<file path="src/source/conv_settings.svh">
`ifndef CONV_SETTINGS_SVH
`define CONV_SETTINGS_SVH

// slots per operand buffer
`define CONV_DEPTH 16

// operand and result width
`define CONV_WORD_W 32

// custom-0 major opcode
`define CONV_OPCODE 7'b0001011

`endif
</file>
<file path="src/source/conv_pkg.sv">
`include "conv_settings.svh"

package conv_pkg;

    typedef logic [`CONV_WORD_W-1:0] word_t;
    typedef logic [$clog2(`CONV_DEPTH)-1:0] slot_idx_t; // wraps 15 -> 0
    typedef logic [`CONV_DEPTH-1:0] fill_mask_t;

    typedef enum logic [2:0] {
        op_none,
        op_load_filter,
        op_load_data,
        op_clear_filter,
        op_clear_data,
        op_run
    } conv_op_t;

    typedef enum logic {st_accumulate, st_done} mac_state_t;

    typedef enum logic {kind_filter, kind_data} buf_kind_t; // operand buffer role

endpackage

</file>
<file path="src/source/conv_cmd_if.sv">
`timescale 1ns/1ns

// decoded command bus, decoder -> buffers and sequencer
interface conv_cmd_if;

    conv_pkg::conv_op_t op;
    logic               pair;  // second word valid
    conv_pkg::word_t    word0;
    conv_pkg::word_t    word1;
    logic               lock;  // sequencer in st_done, loads are dropped

    modport decoder (
        output op,
        output pair,
        output word0,
        output word1,
        input  lock
    );

    // only the sequencer drives lock
    modport sink (
        input  op,
        input  pair,
        input  word0,
        input  word1,
        output lock
    );

endinterface

</file>
<file path="src/source/conv_accel_top.sv">
`timescale 1ns/1ns

module conv_accel_top (
    input  logic            clk_i,
    input  logic            rst_i,
    input  logic            hold_i,
    input  logic            instr_valid_i,
    input  logic [31:0]     instr_i,
    input  conv_pkg::word_t rs1_data_i,
    input  conv_pkg::word_t rs2_data_i,
    output conv_pkg::word_t result_o,
    output logic            result_valid_o,
    output logic            stall_o
);

    conv_pkg::fill_mask_t filter_mask;
    conv_pkg::fill_mask_t data_mask;
    conv_pkg::word_t      filter_word;
    conv_pkg::word_t      data_word;
    conv_pkg::slot_idx_t  rd_idx;
    logic                 run_ready;

    conv_cmd_if cmd_bus ();

    conv_decoder decoder (
        .clk_i          (clk_i),
        .rst_i          (rst_i),
        .hold_i         (hold_i),
        .instr_valid_i  (instr_valid_i),
        .instr_i        (instr_i),
        .rs1_data_i     (rs1_data_i),
        .rs2_data_i     (rs2_data_i),
        .run_ready_i    (run_ready),
        .stall_o        (stall_o),
        .result_valid_o (result_valid_o),
        .cmd            (cmd_bus.decoder)
    );

    conv_operand_buffer #(.role(conv_pkg::kind_filter)) filter_buf (
        .clk_i       (clk_i),
        .rst_i       (rst_i),
        .cmd         (cmd_bus.sink),
        .rd_idx_i    (rd_idx),
        .rd_data_o   (filter_word),
        .fill_mask_o (filter_mask)
    );

    conv_operand_buffer #(.role(conv_pkg::kind_data)) data_buf (
        .clk_i       (clk_i),
        .rst_i       (rst_i),
        .cmd         (cmd_bus.sink),
        .rd_idx_i    (rd_idx),
        .rd_data_o   (data_word),
        .fill_mask_o (data_mask)
    );

    conv_mac_sequencer sequencer (
        .clk_i         (clk_i),
        .rst_i         (rst_i),
        .cmd           (cmd_bus.sink),
        .filter_mask_i (filter_mask),
        .data_mask_i   (data_mask),
        .filter_word_i (filter_word),
        .data_word_i   (data_word),
        .rd_idx_o      (rd_idx),
        .run_ready_o   (run_ready),
        .result_o      (result_o)
    );

endmodule

</file>
<file path="src/source/conv_mac_sequencer.sv">
`timescale 1ns/1ns

`include "conv_settings.svh"

module conv_mac_sequencer (
    input  logic                 clk_i,
    input  logic                 rst_i,
    conv_cmd_if.sink             cmd,
    input  conv_pkg::fill_mask_t filter_mask_i,
    input  conv_pkg::fill_mask_t data_mask_i,
    input  conv_pkg::word_t      filter_word_i,
    input  conv_pkg::word_t      data_word_i,
    output conv_pkg::slot_idx_t  rd_idx_o,
    output logic                 run_ready_o,
    output conv_pkg::word_t      result_o
);

    localparam conv_pkg::slot_idx_t last_slot = conv_pkg::slot_idx_t'(`CONV_DEPTH - 1);

    conv_pkg::mac_state_t state;
    conv_pkg::slot_idx_t  idx;
    conv_pkg::slot_idx_t  idx_nxt;
    conv_pkg::word_t      acc;
    conv_pkg::word_t      product;
    conv_pkg::fill_mask_t both_filled;
    logic                 clr;
    logic                 can_add;

    // either buffer clear restarts the dot product
    assign clr = (cmd.op == conv_pkg::op_clear_filter) ||
                 (cmd.op == conv_pkg::op_clear_data);

    assign both_filled = filter_mask_i & data_mask_i;
    assign idx_nxt     = conv_pkg::slot_idx_t'(idx + 1'b1);
    assign can_add     = (state == conv_pkg::st_accumulate) && both_filled[idx];
    assign product     = filter_word_i * data_word_i; // truncated to word width

    always_ff @(posedge clk_i) begin
        if (!rst_i) begin
            state <= conv_pkg::st_accumulate;
            idx   <= '0;
            acc   <= '0;
        end else if (clr) begin
            state <= conv_pkg::st_accumulate;
            idx   <= '0;
            acc   <= '0;
        end else if (can_add) begin
            acc <= acc + product;
            idx <= idx_nxt;
            if (idx == last_slot) begin
                state <= conv_pkg::st_done;
            end
        end
    end

    // sum is final next cycle: done, last slot, or nothing more to add after idx
    assign run_ready_o = (state == conv_pkg::st_done) ||
                         (idx == last_slot) ||
                         !both_filled[idx_nxt];

    assign cmd.lock = (state == conv_pkg::st_done);
    assign rd_idx_o = idx;
    assign result_o = acc;

endmodule

</file>
<file path="src/source/conv_operand_buffer.sv">
`timescale 1ns/1ns

`include "conv_settings.svh"

module conv_operand_buffer #(
    parameter conv_pkg::buf_kind_t role = conv_pkg::kind_filter
) (
    input  logic                   clk_i,
    input  logic                   rst_i,
    conv_cmd_if.sink               cmd,
    input  conv_pkg::slot_idx_t    rd_idx_i,
    output conv_pkg::word_t        rd_data_o,
    output conv_pkg::fill_mask_t   fill_mask_o
);

    localparam conv_pkg::conv_op_t load_op =
        (role == conv_pkg::kind_filter) ? conv_pkg::op_load_filter : conv_pkg::op_load_data;
    localparam conv_pkg::conv_op_t clear_op =
        (role == conv_pkg::kind_filter) ? conv_pkg::op_clear_filter : conv_pkg::op_clear_data;

    conv_pkg::word_t      words [`CONV_DEPTH];
    conv_pkg::slot_idx_t  wr_idx;
    conv_pkg::slot_idx_t  wr_idx_nxt;  // second slot of a pair
    conv_pkg::fill_mask_t mask;
    logic                 do_load;
    logic                 do_clear;

    assign do_clear   = (cmd.op == clear_op);
    assign do_load    = (cmd.op == load_op);
    assign wr_idx_nxt = conv_pkg::slot_idx_t'(wr_idx + 1'b1);

    always_ff @(posedge clk_i) begin
        if (!rst_i) begin
            wr_idx <= '0;
            mask   <= '0;
        end else if (do_clear) begin
            wr_idx <= '0;
            mask   <= '0;
        end else if (do_load) begin
            mask[wr_idx] <= 1'b1;
            if (cmd.pair) begin
                mask[wr_idx_nxt] <= 1'b1;
                wr_idx           <= conv_pkg::slot_idx_t'(wr_idx + 2'd2);
            end else begin
                wr_idx <= wr_idx_nxt;
            end
        end
    end

    // word storage
    always_ff @(posedge clk_i) begin
        if (do_clear) begin
            for (int i = 0; i < `CONV_DEPTH; i++) begin
                words[i] <= '0;
            end
        end else if (do_load) begin
            words[wr_idx] <= cmd.word0;
            if (cmd.pair) words[wr_idx_nxt] <= cmd.word1;
        end
    end

    assign rd_data_o   = words[rd_idx_i];
    assign fill_mask_o = mask;

endmodule

</file>
<file path="src/source/conv_decoder.sv">
`timescale 1ns/1ns

`include "conv_settings.svh"

module conv_decoder (
    input  logic            clk_i,
    input  logic            rst_i,
    input  logic            hold_i,
    input  logic            instr_valid_i,
    input  logic [31:0]     instr_i,
    input  conv_pkg::word_t rs1_data_i,
    input  conv_pkg::word_t rs2_data_i,
    input  logic            run_ready_i,
    output logic            stall_o,
    output logic            result_valid_o,
    conv_cmd_if.decoder     cmd
);

    localparam logic [2:0] f3_load_filter  = 3'd0;
    localparam logic [2:0] f3_load_data    = 3'd1;
    localparam logic [2:0] f3_clear_filter = 3'd2;
    localparam logic [2:0] f3_clear_data   = 3'd3;
    localparam logic [2:0] f3_run          = 3'd4;

    logic [6:0] opcode;
    logic [2:0] funct3;
    logic [6:0] funct7;
    logic       is_accel;
    logic       run_req;
    logic       stall_q;
    logic       done_q;   // completion decided, result not yet reported
    logic       accept;
    logic       deliver;

    assign opcode = instr_i[6:0];
    assign funct3 = instr_i[14:12];
    assign funct7 = instr_i[31:25];

    assign is_accel = instr_valid_i && (opcode == `CONV_OPCODE);
    assign run_req  = is_accel && (funct3 == f3_run);

    always_comb begin
        cmd.op = conv_pkg::op_none;
        if (is_accel) begin
            case (funct3)
                f3_load_filter: begin
                    if (!cmd.lock) cmd.op = conv_pkg::op_load_filter;
                end
                f3_load_data: begin
                    if (!cmd.lock) cmd.op = conv_pkg::op_load_data;
                end
                f3_clear_filter: cmd.op = conv_pkg::op_clear_filter;
                f3_clear_data:   cmd.op = conv_pkg::op_clear_data;
                f3_run:          cmd.op = conv_pkg::op_run;
                default:         cmd.op = conv_pkg::op_none;
            endcase
        end
    end

    assign cmd.pair  = funct7[0];
    assign cmd.word0 = rs1_data_i;
    assign cmd.word1 = rs2_data_i;

    // new runs are only taken outside hold
    assign accept  = run_req && !stall_q && !done_q && !hold_i;
    assign deliver = done_q && !hold_i;

    always_ff @(posedge clk_i) begin
        if (!rst_i) begin
            stall_q <= 1'b0;
            done_q  <= 1'b0;
        end else begin
            if (deliver) begin
                done_q  <= 1'b0;
                stall_q <= 1'b0;
            end else if (stall_q && run_ready_i) begin
                done_q <= 1'b1; // may land inside hold, kept until it falls
            end else if (accept) begin
                if (run_ready_i) begin
                    done_q <= 1'b1;
                end else begin
                    stall_q <= 1'b1;
                end
            end
        end
    end

    assign stall_o        = stall_q && !deliver;
    assign result_valid_o = deliver && run_req;

endmodule

</file>
<file path="config.mk">
export PLATFORM = sky130hd
export DESIGN_NAME = conv_accel_top
export DESIGN_NICKNAME = d
export VERILOG_FILES = /design/src/source/conv_pkg.sv /design/src/source/conv_cmd_if.sv /design/src/source/conv_accel_top.sv /design/src/source/conv_mac_sequencer.sv /design/src/source/conv_operand_buffer.sv /design/src/source/conv_decoder.sv
export VERILOG_INCLUDE_DIRS = /design/src /design/src/source
export SDC_FILE = /design/constraint.sdc
export NUM_CORES = 2
export LEC_CHECK = 0
export ABC_CLOCK_PERIOD_IN_PS = 13700
export BUFFER_PORTS_ARGS = -buffer_cell sky130_fd_sc_hd__buf_2
export CORE_MARGIN = 2
export CORE_UTILIZATION = 56
export DETAILED_ROUTE_END_ITERATION = 7
export PLACE_DENSITY = 0.72
export SLEW_MARGIN = 10
export SYNTH_ARGS = -nofsm -noshare
export SYNTH_HDL_FRONTEND = slang
export SYNTH_SLANG_ARGS = --single-unit
export TNS_END_PERCENT = 10
</file>
<file path="constraint.sdc">
create_clock -name clk_i -period 13.7 [get_ports clk_i]
set_input_delay 0.685 -clock clk_i [delete_from_list [all_inputs] [get_ports clk_i]]
set_output_delay 0.685 -clock clk_i [all_outputs]
set_load 0.1 [all_outputs]
</file>
==> impl_metrics.tcl <==
set metrics [dict create \
    synth-edff-count 1024 \
    status "completed" \
    ir_worst_vdd_mv 0.123 \
    htreeDepth 3 \
    antenna_found_initial 14 \
    endpoint "sequencer.result_o[31]" \
    avgSynthCellArea_um2 11.9 \
    crit_top_cell "fa_1" \
    arrival_ps 11130 \
    clk_latency_ps 750 \
    r2r_slack_ps 3160 \
    ctsHoldBuffers 0 \
    groute.usage.overall_pct 36.2 \
    maxSlewHeadroom_pct 17.5 \
    ys_types 62 \
    drc 0 \
    cts_tree "yes" \
    min_period_ps 10540 \
    worst_pin_slew_ps 1240 \
    drt_iter0_markers 7383 \
    vias 51500 \
    final_common_cell "edfxtp_1" \
    grt_overflow 0 \
    reg2regPathDepth 31 \
    grt_pass1_wl_mm 343 \
    dieArea_mm2 0.129 \
    power_switching_uw 1720 \
    pwr-share-seq_pct 50.2 \
    finalHoldViolCount 0 \
    yosys_warnings 0 \
    antenna_left 0 \
    final_cell_mix "edfxtp_1 (1024), nand2_1 (786), a22o_1 (783)" \
    clkPwrFrac_pct 42.1 \
    wl_per_cell_um 31.4 \
    skew_ps 64.7 \
    first_pass_iters 6 \
    area_growth_pct 7.72 \
    finalSetupTns_ps 0 \
    final_nets 6403 \
    maxSlewViolCount 0 \
    p_per_area_mw_per_mm2 94.8 \
    wl_mm 235 \
    dp_hpwl_mm 141 \
    period_share_pct 76.9 \
    end_kind "flip-flop" \
    worstSetupPathType "reg -> reg" \
    critPathMaxFanout 36 \
    vias_per_cell 6.89 \
    post-cts-setup-buffers 0 \
    async_flop_share_pct 0 \
    swShare_pct 23.8 \
    synth_top_flop_cell "edfxtp_1" \
    internal_power_uw 5520 \
    clock_path_buffers 3 \
    root_buffer "clkbuf_16" \
    drv_cap 0 \
    dieWidth_um 360 \
    fmax_mhz 94.9 \
    rows 130 \
    leakage_uw 0.0281 \
    min-delay-start "rst_i" \
    combPwrFrac_pct 7.7 \
    clk_pin_slew_ps 60 \
    portBuffers 112 \
    ys_seq_area_share_pct 45.7 \
    final-setup-viol-count 0 \
    syn_inst 5954 \
    start_util_pct 56.5 \
    fin_util_pct 60.8 \
    cts-buffers-inserted 115 \
    rr_endpoint "sequencer.result_o[31]" \
    rsz0062_at_grt "no" \
    ys_ff_latch 1107 \
    cp.required_ps 14290 \
    syn_area_mm2 0.0709 \
    syn_nets 6631 \
    numPlacedInstances 7259 \
    cts_resized 0 \
    cp_slowest_cell "dfxtp_4" \
    core_area_mm2 0.126 \
    die_h_um 360 \
    layout-drive-gt1-share_pct 14.8 \
    gp_congestion 0.958 \
    critPathLaunchType "flip-flop" \
    grt_pass1_vias 52500 \
    io_pins 134 \
    slowest_delay_ps 910 \
    numClockSinks 1107 \
    finalNonFillerCells 7484 \
    fillers 9665 \
    min_path_type "in -> reg" \
    grt_max_degree 121 \
]
==> worst min-delay path by stage <==
stage,end,slack (ps),cells past startpoint
floorplan,data_buf.fill_mask_o[0],430,2
global placement,data_buf.fill_mask_o[0],440,2
finish,decoder.stall_q,270,3
detailed placement,data_buf.fill_mask_o[0],440,2
global route,decoder.done_q,270,3
CTS,decoder.stall_q,240,3
==> synthesized netlist by cell type, types with 6 or more instances <==
library cell	instances	area [µm²]
a211oi_1	10	75.1
a21o_1	18	135
a21oi_1	89	445
a221o_1	8	80.1
a221oi_1	10	87.6
a221oi_2	6	90.1
a22o_1	783	6860
a22oi_1	22	165
a31oi_1	6	37.5
and2_1	20	125
and3_1	14	87.6
buf_1	12	45.0
buf_2	32	160
buf_4	7	52.6
buf_6	20	225
clkbuf_1	532	2000
dfxtp_1	83	1660
edfxtp_1	1024	30700
fa_1	438	8770
ha_1	139	1740
inv_1	536	2010
mux2_2	33	372
mux2i_1	53	531
mux4_1	11	289
mux4_2	266	5990
nand2_1	817	3070
nand2b_1	36	225
nand3_1	19	95.1
nor2_1	401	1510
nor2b_1	18	113
nor3_1	31	155
o21ai_0	281	1410
o21bai_1	6	45.0
or2_2	25	156
xnor2_1	63	552
xor2_1	29	254
==> cell families (layout without fill, tap and decap cells) <==
group / after synthesis / in the layout / synth area share [%]
multiplexers: 363 / 363 / 10.1
buffers and inverters: 1146 / 1015 / 6.44
AND/OR/NAND/NOR: 1400 / 1400 / 8.00
flip-flops: 1107 / 1107 / 45.7
AO/OA/AOI/OAI: 1263 / 1263 / 13.6
other: 0 / 11 / 0
XOR/XNOR: 98 / 98 / 1.32
adder cells (fa/ha/maj): 577 / 577 / 14.8
==> flip-flops by register name (all words and copies together), names as in the netlist, named ones only <==
signal,count
data_buf.words,512
filter_buf.words,512
sequencer.result_o,32
data_buf.fill_mask_o,16
filter_buf.fill_mask_o,16
data_buf.wr_idx,4
filter_buf.wr_idx,4
sequencer.rd_idx_o,4
decoder.done_q,1
decoder.stall_q,1
sequencer.cmd.lock,1
==> layout make-up <==
type | count | area (µm²) | area share [%]
antenna | 11 | 27.5 | 0.0360
clock buffer | 158 | 3100 | 4.06
clock inverter | 56 | 474 | 0.621
inverter | 539 | 2020 | 2.65
multi-input combinational | 3701 | 34500 | 45.2
sequential | 1107 | 32400 | 42.5
tap | 1650 | 2060 | 2.70
timing repair buffer | 262 | 1720 | 2.26
==> metal layers <==
metal | vias up | track usage (%) | part of all wire [%]
li1 | 20800 | - | -
met1 | 25800 | 44.4 | 33
met2 | 3953 | 57.4 | 46
met3 | 995 | 9.79 | 14
met4 | 8 | 22.3 | 7.0
met5 | - | 0 | 0.026
==> metrics by stage <==
stage | power (µW) | setup slack (ps) | hold slack (ps) | cell area, µm²
after floorplan | 4100 | 4850 | 426 | 70900
after global placement | 4230 | 3470 | 438 | 72800
after detailed placement | 4250 | 3370 | 438 | 72800
after CTS | 7220 | 3340 | 236 | 76300
after global routing | 7410 | 2800 | 274 | 76400
final | 7240 | 3160 | 275 | 76400
==> power groups by stage <==
stage / clock network [µW] / logic [µW] / registers, µW
global placement: 0 / 528 / 3710
CTS: 3040 / 544 / 3640
detailed placement: 0 / 540 / 3710
global route: 3170 / 604 / 3630
finish: 3050 / 556 / 3640
floorplan: 0 / 393 / 3710
==> critical path: cells and delay by family, from the launching register on <==
family,cells,cell delay [ps]
buffers and inverters,8,1390
and+or+nand+nor,5,480
AOI/OAI and AO/OA,6,2390
xor gates and xnor gates,1,170
muxes,2,730
adders and majority gates,9,4210
DFF,1,910
Power figures use the tool's default switching activity.
